[src/design/dcache_pkg.sv]
`default_nettype none

package dcache_pkg;

  typedef logic [31:0] addr_t;    // physical byte address
  typedef logic [31:0] word_t;
  typedef logic [2:0]  ld_type_t;

  // load type codes, bit 2 marks zero extension
  localparam ld_type_t LD_B  = 3'b000;
  localparam ld_type_t LD_H  = 3'b001;
  localparam ld_type_t LD_W  = 3'b010;
  localparam ld_type_t LD_BU = 3'b100;
  localparam ld_type_t LD_HU = 3'b101;

  localparam int UNCACHED_BIT = 31;    // set means bypass the cache

  // shift the addressed field down and extend it to a full word
  function automatic word_t load_fmt(input word_t word, input logic [1:0] off,
                                     input ld_type_t ld_type);
    logic [7:0]  b;
    logic [15:0] h;
    b = word[{off, 3'b000} +: 8];
    h = off[1] ? word[31:16] : word[15:0];    // halfword picked by bit 1
    case (ld_type)
      LD_B:    return {{24{b[7]}}, b};
      LD_BU:   return {24'h0, b};
      LD_H:    return {{16{h[15]}}, h};
      LD_HU:   return {16'h0, h};
      default: return word;    // LD_W
    endcase
  endfunction

endpackage

`default_nettype wire

[src/design/dcache_refill.sv]
`default_nettype none

module dcache_refill
  import dcache_pkg::*;
#(
  parameter int WAY_CNT = 2,
  parameter int IDX_LEN = 6,
  localparam int TAG_LEN = 30 - IDX_LEN
) (
  input  wire                clk,
  input  wire                rst_n,
  input  wire                fill_req_i,
  input  wire addr_t         fill_addr_i,
  input  wire                fill_uncached_i,
  input  wire                mem_ack_i,
  input  wire word_t         mem_rdata_i,
  output logic               fill_done_o,
  output word_t              fill_rdata_o,
  output logic               init_busy_o,
  output logic               mem_req_o,
  output addr_t              mem_addr_o,
  output logic [WAY_CNT-1:0] wr_way_en_o,
  output logic [IDX_LEN-1:0] wr_idx_o,
  output logic [TAG_LEN-1:0] wr_tag_o,
  output logic               wr_valid_o,
  output word_t              wr_data_o
);

  typedef logic [IDX_LEN-1:0] idx_t;
  typedef enum logic [2:0] {INIT, IDLE, REQ, DROP, DONE} state_e;

  state_e             state_q, state_d;
  idx_t               sweep_q;     // index being invalidated
  logic [WAY_CNT-1:0] victim_q;    // one-hot round-robin pointer
  logic [WAY_CNT-1:0] victim_next;
  addr_t              addr_q;
  logic               uncached_q;
  word_t              data_q;

  always_comb begin
    state_d = state_q;
    case (state_q)
      INIT: if (&sweep_q) state_d = IDLE;
      IDLE: if (fill_req_i) state_d = REQ;
      REQ:  if (mem_ack_i) state_d = DROP;     // data captured here
      DROP: if (!mem_ack_i) state_d = DONE;    // wait for ack low
      DONE: state_d = IDLE;
      default: state_d = INIT;
    endcase
  end

  // rotate left, wraps to way 0
  assign victim_next = (victim_q << 1) | (victim_q >> (WAY_CNT - 1));

  always_ff @(posedge clk) begin
    if (!rst_n) begin
      state_q  <= INIT;
      sweep_q  <= '0;
      victim_q <= WAY_CNT'(1);
    end else begin
      state_q <= state_d;
      if (state_q == INIT) begin
        sweep_q <= sweep_q + 1'b1;
      end
      if (state_q == DONE && !uncached_q) begin
        victim_q <= victim_next;
      end
    end
  end

  always_ff @(posedge clk) begin
    if (state_q == IDLE && fill_req_i) begin
      addr_q     <= {fill_addr_i[31:2], 2'b00};    // word aligned request
      uncached_q <= fill_uncached_i;
    end
    if (state_q == REQ && mem_ack_i) begin
      data_q <= mem_rdata_i;
    end
  end

  assign mem_req_o    = (state_q == REQ);
  assign mem_addr_o   = addr_q;
  assign fill_done_o  = (state_q == DONE);
  assign fill_rdata_o = data_q;
  assign init_busy_o  = (state_q == INIT);

  // store write, whole row during the sweep, victim way on a cacheable fill
  always_comb begin
    wr_way_en_o = '0;
    if (state_q == INIT) begin
      wr_way_en_o = '1;
    end else if (state_q == DONE && !uncached_q) begin
      wr_way_en_o = victim_q;
    end
  end

  assign wr_idx_o   = (state_q == INIT) ? sweep_q : addr_q[IDX_LEN+1:2];
  assign wr_tag_o   = addr_q[31:IDX_LEN+2];
  assign wr_valid_o = (state_q == DONE);    // low while sweeping
  assign wr_data_o  = data_q;

endmodule

`default_nettype wire

[config.mk]
export PLATFORM = sky130hd
export DESIGN_NAME = dcache_refill
export DESIGN_NICKNAME = d
export VERILOG_FILES = /design/src/design/dcache_pkg.sv /design/src/design/dcache_refill.sv
export SDC_FILE = /design/constraint.sdc
export NUM_CORES = 1
export LEC_CHECK = 0
export ABC_AREA = 1
export BUFFER_PORTS_ARGS = -buffer_cell sky130_fd_sc_hd__buf_2
export CORE_MARGIN = 3
export CORE_UTILIZATION = 30
export DETAILED_ROUTE_END_ITERATION = 12
export SETUP_SLACK_MARGIN = 0.05
export SYNTH_ARGS = -nofsm -noshare
export SYNTH_HDL_FRONTEND = slang
export SYNTH_SLANG_ARGS = --single-unit
[constraint.sdc]
create_clock -name clk -period 3.8 [get_ports clk]
set_input_delay 0.76 -clock clk [delete_from_list [all_inputs] [get_ports clk]]
set_output_delay 0.76 -clock clk [all_outputs]
set_load 0.02 [all_outputs]
[After elaboration in Yosys (flattened, before gate mapping)]
Cells that the tools add are included.
Cells by class
  $add $sub $neg: 1
  multiply operators: 0
  div/mod/pow operators: 0
  magnitude comparators: 0
  equal/unequal tests: 8
  shift-type cells: 0
  muxes and demuxes: 8
  bitwise gates (word level): 1
  reduce and logical (&&, ||, !) cells: 7
Operators by type and width (count)
  $pmux W3 S5: 1
  $mux W3: 4
  $add A6 B1 Y6 const B: 1
  $eq A3 B2 Y1 const B: 2
  $mux W6: 1
  $ne A2 B2 Y1 const B: 3
  $reduce_and A6 Y1: 1
  $mux W2: 2
  $reduce_and A4 Y1: 1
  $eq A3 B1 Y1 const B: 1
  $eq A3 B3 Y1 const B: 1
  $logic_and A1 B1 Y1: 3
  $logic_not A3 Y1: 1
  $ne A2 B1 Y1 const B: 1
  $or A2 B1 Y2: 1
  $logic_not A1 Y1: 1
Word-level totals
  flip-flop bits (word level): 74
  latch bits: 0
  RAM bits: 0
  memory bits (read-only): 0
  bits of input ports: 69
  output and inout port bits: 132
  logic and storage cells: 31
  memories kept: 0

[Longest topological paths before layout]
  depth in word-level cells: 4
  depth in mapped cells: 8
  mapped depth without buffers: 8

[Worst setup path before layout]
OpenSTA, ideal clock, no wires.
  path type: in2reg
  from: input mem_ack_i
  to: register data_q[0] (netlist: fill_rdata_o[0]), enable pin
  setup time: 0.421 ns
  data arrival time: 2.173 ns
  data required time: 3.379 ns
  slack: 1.206 ns
  stages on the path: 2
  buffers on the path: 0
  cells stage by stage: inv_1 > nor2_1
Between the ends
  cells in the longest elaborated chain, start to end: 1
RTL lines
  start: declaration: line dcache_refill.sv:15  | input wire mem_ack_i,
  $logic_and A1 B1 Y1: line dcache_refill.sv:76  | if (state_q == REQ && mem_ack_i) begin
  end signal: assignment: line dcache_refill.sv:77  | data_q <= mem_rdata_i;
  end: declaration: line dcache_refill.sv:38  | word_t data_q;
Every way passes these cells.
A chain may end at the register's enable or synchronous reset.

[Final worst setup path]
  from: register state_q[0]
  to: output wr_idx_o[0]
Between the ends
  cells in the longest elaborated chain, start to end: 2
RTL lines
  start: declaration: line dcache_refill.sv:32  | state_e state_q, state_d;
  start signal: assignment: line dcache_refill.sv:61  | state_q <= state_d;
  $logic_not A3 Y1: line dcache_refill.sv:97  | assign wr_idx_o = (state_q == INIT) ? sweep_q : addr_q[IDX_LEN+1:2];
  $mux W6: line dcache_refill.sv:97
  end: declaration: line dcache_refill.sv:23  | output logic [IDX_LEN-1:0] wr_idx_o,
Every way passes these cells.

==> impl_metrics.csv <==
group,metric,value,unit
status,outcome,"finished, final reports clean",
routing,dr.first_iter.drc_count,71,
sta,tns,0,ns
synthesis,yosysSeqAreaShare,0.702,
die,pin_count,201,
routing,vias_per_cell,4.05,
grt,grt_max_degree,33,
grt,grt_pass1_wl,9750,um
cells_and_area,syn_to_final_growth,31.4,%
place,dpl.hpwl,5360,um
routing,drc_errors,0,
grt,overflow,0,
sta,fmax,406,MHz
setup_path,slowest_stage,"dfxtp_1",
setup_path,r2r_start,"state_q[0]",
synthesis,synth_xor_area_frac,0,
power,clkPwrFrac,0.275,
power,p_leak,1.78,nW
routing,postRouteAntennaNets,0,
synthesis,synth-compound-area-share,0.0183,
sta,hold_viol,0,
grt,track_usage,0.114,
die,die_x,106,um
clocking,cts_htree_levels,3,
power,power_density,668,nW/um^2
clocking,ctsHoldBuffers,0,
synthesis,synth_area,3010,sq um
synthesis,synth_top_family_by_area,"buffers and inverters",
cells_and_area,nets,451,
place,place.gp.congestion,0.734,
die,start_util,0.317,
die,die_y,106,um
clocking,clock_sinks,74,
setup_path,path_class,"reg2out",
sta,fin_crit_sh,0.649,
setup_path,end_kind,"output pin",
synthesis,syn_inst,232,
sta,rsz0062_at_grt,"no",
die,core.rowCount,35,
setup_path,crit_buf_inv,2,
setup_path,startpoint,"state_q[0]",
power,ir_drop,0.000317,V
routing,vias,2084,
cells_and_area,layout_common_cells,"196 x buf_2, 63 x edfxtp_1, 25 x nand2_1, 18 x nor2_1, 17 x inv_1",
synthesis,synthTopCellsByArea,"edfxtp_1 63%, buf_4 15%, dfxtp_1 7.3%",
min_path,worstHoldStart,"victim_q[0]",
synthesis,synthAdderAreaFrac,0.00416,
power,p_total,2.64,mW
sta,slew_viol_final,0,
setup_path,slowest_delay,0.44,ns
sta,fin_worst_skew,0.00560,ns
setup_path,critPathArrivalTime,1.70,ns
grt,first_global_vias,1954,
cells_and_area,final_util,0.416,
grt,grt_antenna_before_repair,0,
setup_path,worstPathRequired,3.04,ns
clocking,clock_latency,0.33,ns
setup_path,crit_path_frequent_cell,"nor2_1",
clocking,clk_pin_slew,0.08,ns
cells_and_area,antenna_cells,0,
clocking,clk_path_buf_depth,2,
setup_path,worst_setup_path_start_kind,"register",
synthesis,synth_simple_gate_area_frac,0.101,
routing,first_pass_iters,4,
power,seqPwrFrac,0.407,
clocking,cts_resized,0,
clocking,cts-root-buf,"clkbuf_8",
power,switching_share,0.356,
clocking,post_cts_buffers,0,
setup_path,cpLargestDelayFamily,"simple AND/OR/NAND/NOR gates",
synthesis,synthMuxAreaShare,0,
power,p_switching,0.942,mW
min_path,hold_path.class,"reg2reg",
routing,wirelength,6780,um
synthesis,synth.distinct_cells,20,
setup_path,worstPathMaxFanout,20,
die,dieArea,11300,sq um
place,portBuffers,196,
clocking,cts_made_buffers,9,
routing,wl_per_cell,13.2,um
cells_and_area,final_common_cell,"buf_2",
sta,setup_viol,0,
synthesis,yosys_warnings,0,
clocking,tritoncts,"built",
sta,period_needed,2.46,ns
synthesis,syn_area_per_cell,13.0,sq um
power,p_int,1.70,mW
die,core-area,9500,sq um
synthesis,synth_top_area_share,0.628,
synthesis,ys_ff_latch,74,
power,combPwrFrac,0.318,
synthesis,synth_top_area_cell,"edfxtp_1",
cells_and_area,layout-drive-gt1-share,0.574,
run,drv_cap,0,
setup_path,path_cells,"nor2_2 -> nand2_2 -> inv_1 -> nor2_1 -> nor2_1 -> buf_2",
==> registers in the layout, indices dropped and copies added, names as in the netlist <==
register and count:
fill_rdata_o 32, mem_addr_o 30, sweep_q 6, state_q 3, victim_q 2, uncached_q 1
==> path summary, 6_finish.rpt <==
| path | end | cells after the start | slack, ns |
|---|---|---|---|
| min reg2reg | victim_q[0] | 2 | 0.46 |
| max reg2reg | state_q[1] | 7 | 2.25 |
| max | wr_idx_o[0] | 6 | 1.34 |
| min | victim_q[0] | 2 | 0.46 |
==> metrics by stage <==
step           hold WS [ns]  cell area [sq um]  cells  setup WS (ns)
2_1_floorplan         0.429               3010    233           1.21
3_3_place_gp          0.439               3720    499           1.70
3_5_place_dp          0.446               3720    499           1.68
4_1_cts               0.465               3960    514           1.29
5_1_grt               0.508               3960    514           1.16
6_report              0.462               3960    514           1.34
==> tightest hold or removal path, delay by kind of cell, from the launching register on <==
kind          cells  cell delay [ns]
flops             1             0.33
simple gates      2             0.10
==> cell usage after synthesis <==
master	number
nor2_4	1
dfxtp_1	11
nand4_1	2
a21oi_1	3
nand2_2	2
nor3_1	6
nand2_1	25
edfxtp_1	63
buf_2	1
nor2_1	20
o21ai_1	2
inv_1	17
nor2_2	2
ha_1	1
nor3_4	1
o21ai_0	6
buf_6	1
buf_4	59
conb_1	1
nand3_1	8
==> cell families (layout without fill, tap and decap cells) <==
| kind of cell | count (synthesis) | after routing |
|---|---|---|
| AOI/OAI and AO/OA | 11 | 11 |
| other | 1 | 2 |
| and+or+nand+nor | 67 | 67 |
| adders and majority gates | 1 | 1 |
| DFF | 74 | 74 |
| buffers and inverters | 78 | 230 |
==> layout make-up <==
type / count / area (sq um)
fill: 920 / 5550
sequential: 74 / 2110
timing repair buffer: 198 / 996
multi-input combinational: 81 / 384
tap: 129 / 161
clock buffer: 9 / 124
clock inverter: 6 / 115
inverter: 17 / 63.8
==> power by group through the flow <==
stage | registers [mW] | logic, mW | clock network, mW
finish | 1.08 | 0.841 | 0.726
detailed placement | 1.10 | 0.853 | 0
global placement | 1.09 | 0.849 | 0
CTS | 1.08 | 0.854 | 0.754
global route | 1.09 | 0.920 | 0.793
floorplan | 1.19 | 0.566 | 0
==> metal layers <==
metal / wire (um) / track usage
met5: 0 / 0
met4: 71 / 0.0278
met3: 873 / 0.0619
met2: 3350 / 0.197
met1: 2490 / 0.120
No activity file was read; power rests on OpenSTA's default activity.
