===== src/design/dcache_pkg.sv =====
`default_nettype none

package dcache_pkg;

  typedef logic [31:0] addr_t;    // physical byte address
  typedef logic [31:0] word_t;
  typedef logic [2:0]  ld_type_t;

  // load type codes, bit 2 marks zero extension
  localparam ld_type_t LD_B  = 3'b000;
  localparam ld_type_t LD_H  = 3'b001;
  localparam ld_type_t LD_W  = 3'b010;
  localparam ld_type_t LD_BU = 3'b100;
  localparam ld_type_t LD_HU = 3'b101;

  localparam int UNCACHED_BIT = 31;    // set means bypass the cache

  // shift the addressed field down and extend it to a full word
  function automatic word_t load_fmt(input word_t word, input logic [1:0] off,
                                     input ld_type_t ld_type);
    logic [7:0]  b;
    logic [15:0] h;
    b = word[{off, 3'b000} +: 8];
    h = off[1] ? word[31:16] : word[15:0];    // halfword picked by bit 1
    case (ld_type)
      LD_B:    return {{24{b[7]}}, b};
      LD_BU:   return {24'h0, b};
      LD_H:    return {{16{h[15]}}, h};
      LD_HU:   return {16'h0, h};
      default: return word;    // LD_W
    endcase
  endfunction

endpackage

`default_nettype wire


===== src/design/dcache_rport.sv =====
`default_nettype none

module dcache_rport
  import dcache_pkg::*;
#(
  parameter int WAY_CNT = 2,
  parameter int IDX_LEN = 6,
  localparam int TAG_LEN = 30 - IDX_LEN
) (
  input  wire                            clk,
  input  wire                            rst_n,
  input  wire                            ld_valid_i,
  input  wire addr_t                     ld_addr_i,
  input  wire ld_type_t                  ld_type_i,
  input  wire                            init_busy_i,
  input  wire [WAY_CNT-1:0][TAG_LEN-1:0] rd_tags_i,
  input  wire [WAY_CNT-1:0]              rd_valids_i,
  input  wire word_t [WAY_CNT-1:0]       rd_datas_i,
  input  wire                            fill_done_i,
  input  wire word_t                     fill_rdata_i,
  input  wire [WAY_CNT-1:0]              wr_way_en_i,
  input  wire [IDX_LEN-1:0]              wr_idx_i,
  input  wire [TAG_LEN-1:0]              wr_tag_i,
  input  wire                            wr_valid_i,
  input  wire word_t                     wr_data_i,
  output logic                           busy_o,
  output word_t                          rdata_o,
  output logic                           rvalid_o,
  output logic [IDX_LEN-1:0]             rd_idx_o,
  output logic                           fill_req_o,
  output addr_t                          fill_addr_o,
  output logic                           fill_uncached_o
);

  typedef logic [TAG_LEN-1:0] tag_t;
  typedef logic [IDX_LEN-1:0] idx_t;
  typedef enum logic [1:0] {NORMAL, FILL, RESP} state_e;

  state_e state_q, state_d;
  logic   stall;    // freezes EX, M1 and M2

  // EX
  logic     ex_valid_q;
  addr_t    ex_addr_q;
  ld_type_t ex_type_q;

  // M1
  logic               m1_valid_q;
  addr_t              m1_addr_q;
  ld_type_t           m1_type_q;
  logic               m1_hold_q;    // stall copy replaces store output
  tag_t  [WAY_CNT-1:0] hold_tags_q;
  logic  [WAY_CNT-1:0] hold_valids_q;
  word_t [WAY_CNT-1:0] hold_datas_q;
  tag_t  [WAY_CNT-1:0] m1_tags;
  logic  [WAY_CNT-1:0] m1_valids;
  word_t [WAY_CNT-1:0] m1_datas;
  logic  [WAY_CNT-1:0] m1_hit;
  idx_t               m1_idx;
  tag_t               m1_tag;

  // store write seen one cycle ago
  logic [WAY_CNT-1:0] wb_way_en_q;
  idx_t               wb_idx_q;
  tag_t               wb_tag_q;
  logic               wb_valid_q;
  word_t              wb_data_q;

  // M2
  logic                m2_valid_q;
  addr_t               m2_addr_q;
  ld_type_t            m2_type_q;
  logic  [WAY_CNT-1:0] m2_hit_q;
  word_t [WAY_CNT-1:0] m2_datas_q;
  logic                m2_hit;
  logic                m2_miss;
  word_t               hit_word;
  word_t               fill_word_q;

  assign rd_idx_o = ex_addr_q[IDX_LEN+1:2];    // EX drives the store read

  always_ff @(posedge clk) begin
    if (!rst_n) begin
      ex_valid_q <= 1'b0;
      m1_valid_q <= 1'b0;
      m2_valid_q <= 1'b0;
    end else if (!stall) begin
      ex_valid_q <= ld_valid_i;    // accepted only while not busy
      m1_valid_q <= ex_valid_q;
      m2_valid_q <= m1_valid_q;
    end
  end

  always_ff @(posedge clk) begin
    if (!stall) begin
      ex_addr_q  <= ld_addr_i;
      ex_type_q  <= ld_type_i;
      m1_addr_q  <= ex_addr_q;
      m1_type_q  <= ex_type_q;
      m2_addr_q  <= m1_addr_q;
      m2_type_q  <= m1_type_q;
      m2_hit_q   <= m1_hit;
      m2_datas_q <= m1_datas;
    end
  end

  always_ff @(posedge clk) begin
    if (!rst_n) begin
      m1_hold_q   <= 1'b0;
      wb_way_en_q <= '0;
    end else begin
      m1_hold_q   <= stall;
      wb_way_en_q <= wr_way_en_i;
    end
  end

  always_ff @(posedge clk) begin
    wb_idx_q      <= wr_idx_i;
    wb_tag_q      <= wr_tag_i;
    wb_valid_q    <= wr_valid_i;
    wb_data_q     <= wr_data_i;
    hold_tags_q   <= m1_tags;    // recirculates while held
    hold_valids_q <= m1_valids;
    hold_datas_q  <= m1_datas;
  end

  assign m1_idx = m1_addr_q[IDX_LEN+1:2];
  assign m1_tag = m1_addr_q[31:IDX_LEN+2];

  // forwarding, the current write wins over the older one
  always_comb begin
    m1_tags   = m1_hold_q ? hold_tags_q : rd_tags_i;
    m1_valids = m1_hold_q ? hold_valids_q : rd_valids_i;
    m1_datas  = m1_hold_q ? hold_datas_q : rd_datas_i;
    for (int w = 0; w < WAY_CNT; w++) begin
      if (wb_way_en_q[w] && wb_idx_q == m1_idx) begin
        m1_tags[w]   = wb_tag_q;
        m1_valids[w] = wb_valid_q;
        m1_datas[w]  = wb_data_q;
      end
      if (wr_way_en_i[w] && wr_idx_i == m1_idx) begin
        m1_tags[w]   = wr_tag_i;
        m1_valids[w] = wr_valid_i;
        m1_datas[w]  = wr_data_i;
      end
      m1_hit[w] = m1_valids[w] && (m1_tags[w] == m1_tag) && !m1_addr_q[UNCACHED_BIT];
    end
  end

  always_comb begin
    hit_word = '0;
    for (int w = 0; w < WAY_CNT; w++) begin
      if (m2_hit_q[w]) begin
        hit_word = hit_word | m2_datas_q[w];
      end
    end
  end

  assign m2_hit  = |m2_hit_q;
  assign m2_miss = m2_valid_q && !m2_hit;    // uncached loads land here too

  always_comb begin
    state_d = state_q;
    case (state_q)
      NORMAL:  if (m2_miss) state_d = FILL;
      FILL:    if (fill_done_i) state_d = RESP;
      RESP:    state_d = NORMAL;
      default: state_d = NORMAL;
    endcase
  end

  always_ff @(posedge clk) begin
    if (!rst_n) begin
      state_q <= NORMAL;
    end else begin
      state_q <= state_d;
    end
  end

  always_ff @(posedge clk) begin
    if (state_q == FILL && fill_done_i) begin
      fill_word_q <= fill_rdata_i;
    end
  end

  // pipeline released in RESP so the next load moves up with the answer
  assign stall  = init_busy_i || (state_q == FILL) || (state_q == NORMAL && m2_miss);
  assign busy_o = stall;

  assign rvalid_o = (state_q == NORMAL && m2_valid_q && m2_hit) || (state_q == RESP);
  assign rdata_o  = load_fmt((state_q == RESP) ? fill_word_q : hit_word,
                             m2_addr_q[1:0], m2_type_q);

  assign fill_req_o      = (state_q == FILL);
  assign fill_addr_o     = m2_addr_q;
  assign fill_uncached_o = m2_addr_q[UNCACHED_BIT];

endmodule

`default_nettype wire


===== config.mk =====
export PLATFORM = sky130hd
export DESIGN_NAME = dcache_rport
export DESIGN_NICKNAME = d
export VERILOG_FILES = /design/src/design/dcache_pkg.sv /design/src/design/dcache_rport.sv
export SDC_FILE = /design/constraint.sdc
export NUM_CORES = 1
export LEC_CHECK = 0
export BUFFER_PORTS_ARGS = -buffer_cell sky130_fd_sc_hd__buf_2
export CAP_MARGIN = 40
export CORE_MARGIN = 2
export CORE_UTILIZATION = 25
export CTS_CLUSTER_DIAMETER = 150
export CTS_CLUSTER_SIZE = 12
export DETAILED_ROUTE_END_ITERATION = 10
export SETUP_SLACK_MARGIN = 0.4
export SLEW_MARGIN = 40
export SYNTH_ARGS = -nofsm -noshare
export SYNTH_HDL_FRONTEND = slang
export SYNTH_SLANG_ARGS = --single-unit
export TNS_END_PERCENT = 1

===== constraint.sdc =====
create_clock -name clk -period 13 [get_ports clk]
set_input_delay 0 -clock clk [delete_from_list [all_inputs] [get_ports clk]]
set_output_delay 0 -clock clk [all_outputs]
set_load 0.02 [all_outputs]

# ---- After elaboration in Yosys (flattened, before gate mapping)
# Index checks and enable logic that the tools add are counted.
dict set report totals {
  ff_bits 388
  input_bits 251
  output_inout_bits 74
}
dict set report op_classes {
  n_eq_ne 11
  n_shift 1
  muxes 23
  n_bitwise 1
  n_reduce_logical 22
}
# cell count
set ops {}
lappend ops {{two-way mux 32 bit} 7}
lappend ops {{one-hot mux 32 bit (4 select lines)} 1}
lappend ops {{two-way mux 24 bit} 4}
lappend ops {{two-way mux 64 bit} 1}
lappend ops {{equality test 24 bit} 2}
lappend ops {{two-way mux 48 bit} 1}
lappend ops {{OR 32 bit} 1}
lappend ops {{variable part select 32 x 6 -> 8 bit} 1}
lappend ops {{two-way mux 16 bit} 1}
lappend ops {{logical AND 1 bit} 13}
lappend ops {{equality test 6 bit} 2}
lappend ops {{equality test 3 bit, second input constant} 2}
lappend ops {{two-way mux 2 bit} 3}
lappend ops {{two-way mux 1 bit} 4}
lappend ops {{inequality test 2 bit, second input constant} 2}
lappend ops {{one-hot mux 2 bit (2 select lines)} 1}
lappend ops {{equality test 3 x 1 -> 1 bit, second input constant} 1}
lappend ops {{zero test 3 bit} 1}
lappend ops {{logical OR 1 bit} 3}
lappend ops {{equality test 2 x 1 -> 1 bit, second input constant} 1}
lappend ops {{equality test 2 bit, second input constant} 1}
lappend ops {{zero test 1 bit} 2}
lappend ops {{zero test 2 bit} 1}
lappend ops {{AND reduction 2 bit} 1}
lappend ops {{OR reduction 2 bit} 1}

# ---- Depth between registers and ports, before layout
# Gate-level depths: netlist (run 1).
dict set report depth {
  depth_word 7
  depth_mapped 11
}

# ---- Least setup slack after synthesis (run 1)
# Ideal clock, no wire load.
dict set report synth_path {
  path_type {register -> register}
  start {register m2_hit_q[0]}
  end {register m2_valid_q}
  setup_time_ns 0.131
  arrival_time_ns 10.456
  required_time_ns 12.869
  path_slack_ns 2.413
  path_stages_with_launch 8
  path_buffers 1
  synth_period_minus_slack_ns 10.587
  cell_sequence {edfxtp_1 -> clkbuf_1 -> nor2_1 -> a21oi_1 -> nor2_1 -> nor2_1 -> inv_1 -> o221a_2}
}
dict set report synth_between {
  elab_chain_len 5
}
# element line_no
set synth_lines {}
lappend synth_lines {{start: declaration} dcache_rport.sv:73} ;# logic [WAY_CNT-1:0] m2_hit_q;
lappend synth_lines {{start signal: assignment} dcache_rport.sv:102} ;# m2_hit_q <= m1_hit;
lappend synth_lines {{OR reduction 2 bit} dcache_rport.sv:159} ;# assign m2_hit = |m2_hit_q;
lappend synth_lines {{zero test 1 bit} dcache_rport.sv:160} ;# assign m2_miss = m2_valid_q && !m2_hit;
lappend synth_lines {{logical AND 1 bit} dcache_rport.sv:160}
lappend synth_lines {{logical AND 1 bit} dcache_rport.sv:187} ;# assign stall = init_busy_i || (state_q == FILL) || (state_q == NORMAL && m2_miss);
lappend synth_lines {{logical OR 1 bit} dcache_rport.sv:187}
lappend synth_lines {{net busy_o} dcache_rport.sv:26} ;# output logic busy_o,
lappend synth_lines {{end signal: assignment} dcache_rport.sv:90} ;# m2_valid_q <= m1_valid_q;
lappend synth_lines {{end: declaration} dcache_rport.sv:70} ;# logic m2_valid_q;
# The timed path passes the listed nets, and every way through them passes these cells.
# A chain may end at the register's enable or synchronous reset.

==> reports/results.tsv, run 1 <==
stage	metric	value	unit
detailed_routing	routedWlPerCell	19.1	um
floorplan	ioPinCount	325	
worst_setup_path	reg2reg_from	m1_hold_q	
sta	hold_slack	35.1	ps
worst_setup_path	cp_slowest_stage_delay	840	ps
power_and_ir_drop	p_switching	0.761	mW
cts	cts.sinks	388	
global_route	antenna_found_initial	1	
detailed_routing	first_iter_violations	1091	
sta	setup_tns	0	ps
floorplan	start_util	0.252	
power_and_ir_drop	combPwrFrac	0.140	
worst_setup_path	startpoint_type	flip-flop	
worst_setup_path	required	13380	ps
floorplan	coreArea	62900	sq um
worst_setup_path	path_cells	buf_4 -> buf_4 -> a221oi_2 -> o31ai_1 -> xor2_1 -> nor4_1 -> nand4_1 -> nor4_2	
sta	hold_viol_final	0	
power_and_ir_drop	finalPower	2.92	mW
power_and_ir_drop	p_clk_frac	0.365	
sta	slew_violations	0	
finish	finalInstanceArea	21700	sq um
sta	fin_skew	18.6	ps
cts	numCtsBuffers	38	
global_route	grt_usage	0.158	
placed_design	post-dp-hpwl	35.4	mm
placed_design	placed_cell_area	18200	sq um
synth	synth-edff-count	203	
synth	ys_seq_elements	388	
floorplan	die_h	256	um
cts	ctsResizeCount	0	
power_and_ir_drop	p_sw_frac	0.260	
cts	cts_tree	built	
sta	grt_setup_unrepaired	no	
run_status	outcome	finished clean	
global_route	grt_pass1_wl	79.8	mm
finish	drive_gt1_frac	0.227	
global_route	grt_pass1_vias	13200	
power_and_ir_drop	powerDensity	135	nW/um^2
cts	htree_levels	2	
synth	synth.top_cell.area_share	0.385	
worst_setup_path	worstSetupStartpoint	m1_hold_q	
detailed_routing	route.detailed.drc	0	
synth	synth_seq_area_share	0.619	
detailed_routing	ant_nets	0	
synth	ys.flop_type	edfxtp_1	
cts	clk_latency	560	ps
synth	synth_area_leaders	edfxtp_1 39%, dfxtp_1 23%, mux2i_1 5.9%	
synth	synth.avg_cell_area	11.5	sq um
worst_setup_path	crit_type	reg -> reg	
worst_setup_path	cpLargestDelayFamily	buffers and inverters	
min_path	worst_hold_path_type	in -> reg	
synth	yosysTopAreaCell	edfxtp_1	
detailed_routing	vias_per_cell	4.63	
finish	final_nets	2134	
worst_setup_path	critPathMaxFanout	54	
min_path	hold_start	rd_tags_i[4]	
detailed_routing	drt_wl_total	52.7	mm
detailed_routing	drt_first_pass_iters	6	
global_route	overflow	0	
synth	syn_nets	1621	
placed_design	routabilityCongestion	0.945	
worst_setup_path	worstPathArrival	4530	ps
worst_setup_path	cpMostUsedCell	buf_4	
synth	netlist_area	15800	sq um
synth	synth_cell_type_count	55	
synth	syn_inst	1370	
cts	cts_buffer_depth	3	
worst_setup_path	crit_path_top_delay_cell	dfxtp_4	
power_and_ir_drop	leakage	8.34	nW
worst_setup_path	rrSetupSlack	8860	ps
finish	syn_to_final_growth	37.2	%
global_route	grt_max_degree	97	
cts	cts_root_buf	clkbuf_16	
synth	yosys_warnings	0	
worst_setup_path	endpoint_kind	flip-flop	
sta	tightestPinTransition	839	ps
synth	async_flop_share	0	
floorplan	die_x	256	um
sta	fin_crit	4140	ps
sta	timing.fmax	241	MHz
sta	finalSetupViolCount	0	
placed_design	port_buffers	324	
power_and_ir_drop	worst_ir_drop_vdd	86.3	uV
detailed_routing	vias	12800	
sta	post-route-period-util	0.319	
worst_setup_path	crit_buf_inv	2	
power_and_ir_drop	p_int	2.16	mW
finish	nFillCells	6266	
floorplan	std_cell_rows	92	
cts	clk_pin_slew	70	ps
sta	max-slew-margin-rel	0.441	
floorplan	die_area	65300	sq um
flow_run	drv_cap	0	
power_and_ir_drop	seqPwrFrac	0.494	
-- power by group through the flow --
stage | combinational [mW] | sequential (mW) | clock [mW]
finish | 0.410 | 1.45 | 1.07
global route | 0.446 | 1.46 | 1.15
CTS | 0.410 | 1.45 | 1.10
global placement | 0.345 | 1.47 | 0
detailed placement | 0.353 | 1.47 | 0
floorplan | 0.212 | 1.47 | 0
-- cells in the mapped netlist (all sizes together) (17+ instances only) --
library cell and count:
a21oi 102, a221oi 21, a22oi 32, a31o 17, buf 55, clkbuf 47, dfxtp 185, edfxtp 203
mux2i 94, nand2 100, nand3 19, nor2 130, nor2b 33, nor3 25, o21ai 122, o31ai 23
or3 17, xor2 40
-- metrics by stage --
step / utilization / instances / worst slack, ps
after detailed placement: 0.290 / 2456 / 8860
after CTS: 0.345 / 2756 / 8810
final: 0.345 / 2758 / 8860
after global placement: 0.290 / 2455 / 8980
after global routing: 0.345 / 2758 / 8550
after floorplan: - / 1370 / 2410
-- area by class of cell --
class / instances / area, sq um / area share
clock buffers: 67 / 1120 / 0.0518
clock inverters: 1 / 8.76 / 0.000403
multi-input cells: 870 / 5540 / 0.255
inverters: 10 / 37.5 / 0.00173
diodes: 1 / 2.50 / 0.000115
well taps: 846 / 1060 / 0.0488
flip-flops and latches: 388 / 9800 / 0.452
repair buffers: 575 / 4130 / 0.190
-- kinds of logic (layout without fill, tap and decap cells) --
family	after synthesis	count (layout)	share of synthesized area
xor gates and xnor gates	56	56	0.0334
buffers and inverters	112	653	0.0338
muxes	95	95	0.0609
and+or+nand+nor	363	363	0.108
DFF	388	388	0.619
AOI/OAI and AO/OA	356	356	0.144
other	0	1	0
-- per-layer routing --
layer,routed length (um),vias to the layer above,global-route usage
met3,3230,97,0.0292
met1,22500,6150,0.202
met4,1560,0,0.0544
met5,0,-,0
li1,-,6019,-
met2,25400,516,0.268
-- state kept, by name (all words and copies together), names as in the netlist, 2 cells and up --
register / count
wb_tag_q: 24
m1_addr_q: 32
fill_addr_o: 32
m2_hit_q: 2
hold_valids_q: 2
m2_datas_q: 64
wb_way_en_q: 2
ex_type_q: 3
wb_idx_q: 6
state_q: 2
m1_type_q: 3
hold_datas_q: 64
fill_word_q: 32
ex_addr_q: 32
wb_data_q: 32
hold_tags_q: 48
m2_type_q: 3
-- worst register-to-register path, cell delays in order, from the launching register on --
cell and delay (ps):
dfxtp_4 840, buf_4 820, buf_4 740, a221oi_2 170, o31ai_1 380, xor2_1 120, nor4_1 480, nand4_1 240
nor4_2 180
-- cell usage in the layout, fill, tap and decap left out, drive strengths merged, types with 21 or more instances in the layout --
master	count
o21ai	122
nor3	25
nor2b	33
nand2	100
clkbuf	67
a22oi	32
o31ai	23
edfxtp	203
a221oi	21
mux2i	94
xor2	40
a21oi	102
nor2	130
dlygate4sd3	232
buf	343
dfxtp	185
-- final timing paths --
kind                                  endpoint  cells past startpoint
worst min register to register   m1_addr_q[24]                      0
worst min-delay path            hold_tags_q[4]                      4
worst max-delay path               m2_hit_q[0]                      8
worst max register to register     m2_hit_q[0]                      8
-- what timing repair did --
action | CTS | global route
endpoints found under the setup margin | 0 | 0
hold endpoints to repair | 316 | 0
hold buffers | 232 | 0
setup buffers | 0 | 0
No activity file was read; power rests on OpenSTA's default activity.
==> run 2, diff against run 1 <==
==> constraint.sdc (replaced) <==
create_clock -name clk -period 3.55 [get_ports clk]
set_input_delay 0 -clock clk [delete_from_list [all_inputs] [get_ports clk]]
set_output_delay 0 -clock clk [all_outputs]
set_load 0.02 [all_outputs]
==> run 2 against run 1 <==
Register-to-register slack got worse by 8300 ps. Count of clock-buffer cells in the layout increased by 1. Utilization increased by 0.36 points. Combinational power increased to 3.7 times the previous value. Sequential power increased to 3.7 times the previous value. Cell count increased by 0.69%. Hold slack got worse by 20 ps. Via count increased by 0.49%. Die area unchanged. Non-clock buffer count increased by 16. Critical endpoint is now rdata_o[15]. Largest cell class unchanged.
==> reports/results.tsv, run 2 (synthesis gave the netlist of run 1 again) <==
stage	metric	value	unit	change
detailed_routing	vias_per_cell	4.63		about the same
power_and_ir_drop	powerDensity	490	nW/um^2	was 135 nW/um^2
power_and_ir_drop	leakage	8.46	nW	was 8.34 nW
placed_design	post-dp-hpwl	36.7	mm	was 35.4 mm
placed_design	place_inst	2471		was 2456
finish	finalInstanceArea	21900	sq um	was 21700 sq um
floorplan	die_area	65300	sq um	unchanged
finish	top_regs	hold_datas_q x64, m2_datas_q x64, hold_tags_q x48		unchanged
detailed_routing	first_iter_violations	1034		was 1091
power_and_ir_drop	p_int	7.95	mW	was 2.16 mW
worst_setup_path	endpoint_kind	output pin		was flip-flop
global_route	overflow	0		unchanged
global_route	grt_max_degree	108		was 97
cts	cts.sinks	388		unchanged
finish	stdcell_count	2777		was 2758
sta	fin_ws	511	ps	was 8860 ps
flow_run	drv_cap	0		unchanged
finish	drive_gt1_frac	0.241		was 0.227
cts	cts_root_buf	clkbuf_16		unchanged
worst_setup_path	crit_path_top_delay_cell	mux4_2		was dfxtp_4
floorplan	die_x	256	um	unchanged
sta	grt_setup_unrepaired	yes		was no
global_route	grt_pass1_wl	79.4	mm	was 79.8 mm
sta	timing.fmax	329	MHz	
finish	fin_util	0.349		was 0.345
floorplan	die_h	256	um	unchanged
floorplan	coreArea	62900	sq um	unchanged
power_and_ir_drop	worst_ir_drop_vdd	280	uV	was 86.3 uV
min_path	worst_hold_path_type	in -> reg		unchanged
power_and_ir_drop	combPwrFrac	0.143		was 0.140
cts	numCtsBuffers	38		unchanged
detailed_routing	ant_nets	0		unchanged
global_route	grt_pass1_vias	13000		was 13200
floorplan	std_cell_rows	92		unchanged
floorplan	start_util	0.252		unchanged
sta	slew_violations	0		unchanged
detailed_routing	route.detailed.drc	0		unchanged
sta	post-route-period-util	0.856		
placed_design	routabilityCongestion	0.909		was 0.945
worst_setup_path	crit_type	reg -> out		was reg -> reg
worst_setup_path	worstPathArrival	3040	ps	was 4530 ps
run_status	outcome	finished clean		unchanged
finish	syn_to_final_growth	38.6	%	was 37.2%
sta	hold_viol_final	0		unchanged
worst_setup_path	cpLargestDelayFamily	simple AND/OR/NAND/NOR gates		was buffers and inverters
worst_setup_path	crit_buf_inv	2		unchanged
global_route	grt_usage	0.158		about the same
detailed_routing	vias	12800		about the same
power_and_ir_drop	p_clk_frac	0.364		was 0.365
sta	fin_skew	16.0	ps	was 18.6 ps
global_route	antenna_found_initial	4		was 1
worst_setup_path	startpoint_type	flip-flop		unchanged
worst_setup_path	path_cells	nor2b_4 -> buf_4 -> a21oi_1 -> mux4_2 -> or4_4 -> o211ai_1 -> buf_2		was buf_4 -> buf_4 -> a221oi_2 -> o31ai_1 -> xor2_1 -> nor4_1 -> nand4_1 -> nor4_2
cts	clk_pin_slew	70	ps	about the same
placed_design	placed_cell_area	18400	sq um	was 18200 sq um
sta	max-slew-margin-rel	0.450		was 0.441
cts	clk_latency	550	ps	was 560 ps
power_and_ir_drop	seqPwrFrac	0.494		about the same
finish	final_cell_mix	324 x buf_2, 227 x dlygate4sd3_1, 203 x edfxtp_1		was 324 x buf_2, 232 x dlygate4sd3_1, 203 x edfxtp_1
power_and_ir_drop	p_sw_frac	0.261		was 0.260
cts	cts_buffer_depth	3		unchanged
cts	cts_tree	built		unchanged
finish	final_nets	2151		was 2134
worst_setup_path	required	3550	ps	was 13380 ps
sta	tightestPinTransition	824	ps	was 839 ps
power_and_ir_drop	p_switching	2.80	mW	was 0.761 mW
placed_design	pre_cts_ws	415	ps	was 8860 ps
detailed_routing	drt_wl_total	54.1	mm	was 52.7 mm
sta	fin_crit	3040	ps	
finish	final_common_cell	buf_2		unchanged
worst_setup_path	cp_slowest_stage_delay	510	ps	was 840 ps
worst_setup_path	critPathMaxFanout	8		was 54
detailed_routing	drt_first_pass_iters	5		was 6
sta	finalSetupViolCount	0		unchanged
cts	htree_levels	2		unchanged
placed_design	port_buffers	324		unchanged
floorplan	ioPinCount	325		unchanged
detailed_routing	routedWlPerCell	19.5	um	was 19.1 um
==> run 2: cell types whose count changed in the layout (fill, tap and decap cells not counted), moves of 2 or more <==
cell / change
o31ai_2: +4
buf_4: +19
buf_12: +6
nor4_2: +3
nor2_1: -2
o31ai_1: -4
nor4_1: -3
nor2_2: +3
buf_6: -4
dlygate4sd3_1: -5
==> run 2: worst paths after layout <==
kind                  from               to  slack, ps  cells past startpoint
max             state_q[1]      rdata_o[15]        510                      7
min          rd_datas_i[4]  hold_datas_q[4]         10                      5
max reg2reg   m1_addr_q[2]      m2_hit_q[0]        590                      9
min reg2reg   ex_type_q[2]     m1_type_q[2]        420                      0
==> run 2: metrics by stage <==
| stage | setup TNS (ps) | hold slack (ps) | power [mW] |
|---|---|---|---|
| global route | 0 | 49.8 | 11.2 |
| finish | 0 | 14.9 | 10.8 |
| detailed placement | 0 | 129 | 6.71 |
| global placement | 0 | 128 | 6.67 |
| CTS | 0 | 1.56 | 10.9 |
| floorplan | -24850 | 27.7 | 6.14 |
==> run 2: power groups by stage <==
stage / clock (mW) / sequential, mW / combinational [mW]
finish: 3.91 / 5.31 / 1.53
global route: 4.20 / 5.34 / 1.66
CTS: 4.04 / 5.31 / 1.51
detailed placement: 0 / 5.41 / 1.30
global placement: 0 / 5.40 / 1.27
floorplan: 0 / 5.36 / 0.780
==> run 2: final cells by class <==
class / count / area, sq um
fill: 6282 / 40900
inverter: 10 / 37.5
antenna: 2 / 5.00
sequential: 388 / 9800
clock buffer: 68 / 1130
timing repair buffer: 591 / 4300
clock inverter: 1 / 8.76
multi-input combinational: 871 / 5590
tap: 846 / 1060
==> run 2: timing repair <==
action | CTS | global route
resized for setup | 7 | 13
endpoints found under the hold margin | 316 | 0
cloned | 0 | 2
hold buffers | 227 | 0
setup endpoints to repair | 26 | 22
setup buffers | 4 | 2
pin swaps | 0 | 1
==> run 2: layer usage <==
metal,share of wire,vias up,GRT usage
met2,0.48,531,0.272
met1,0.42,6152,0.197
li1,-,6064,-
met3,0.067,93,0.0354
met4,0.027,4,0.0495
met5,0.00037,-,0
==> run 2: tightest hold or removal path, stage by stage <==
cell and delay (ps):
buf_2 100, mux2i_1 60, nor2_1 90, a21oi_1 50, o21ai_0 210
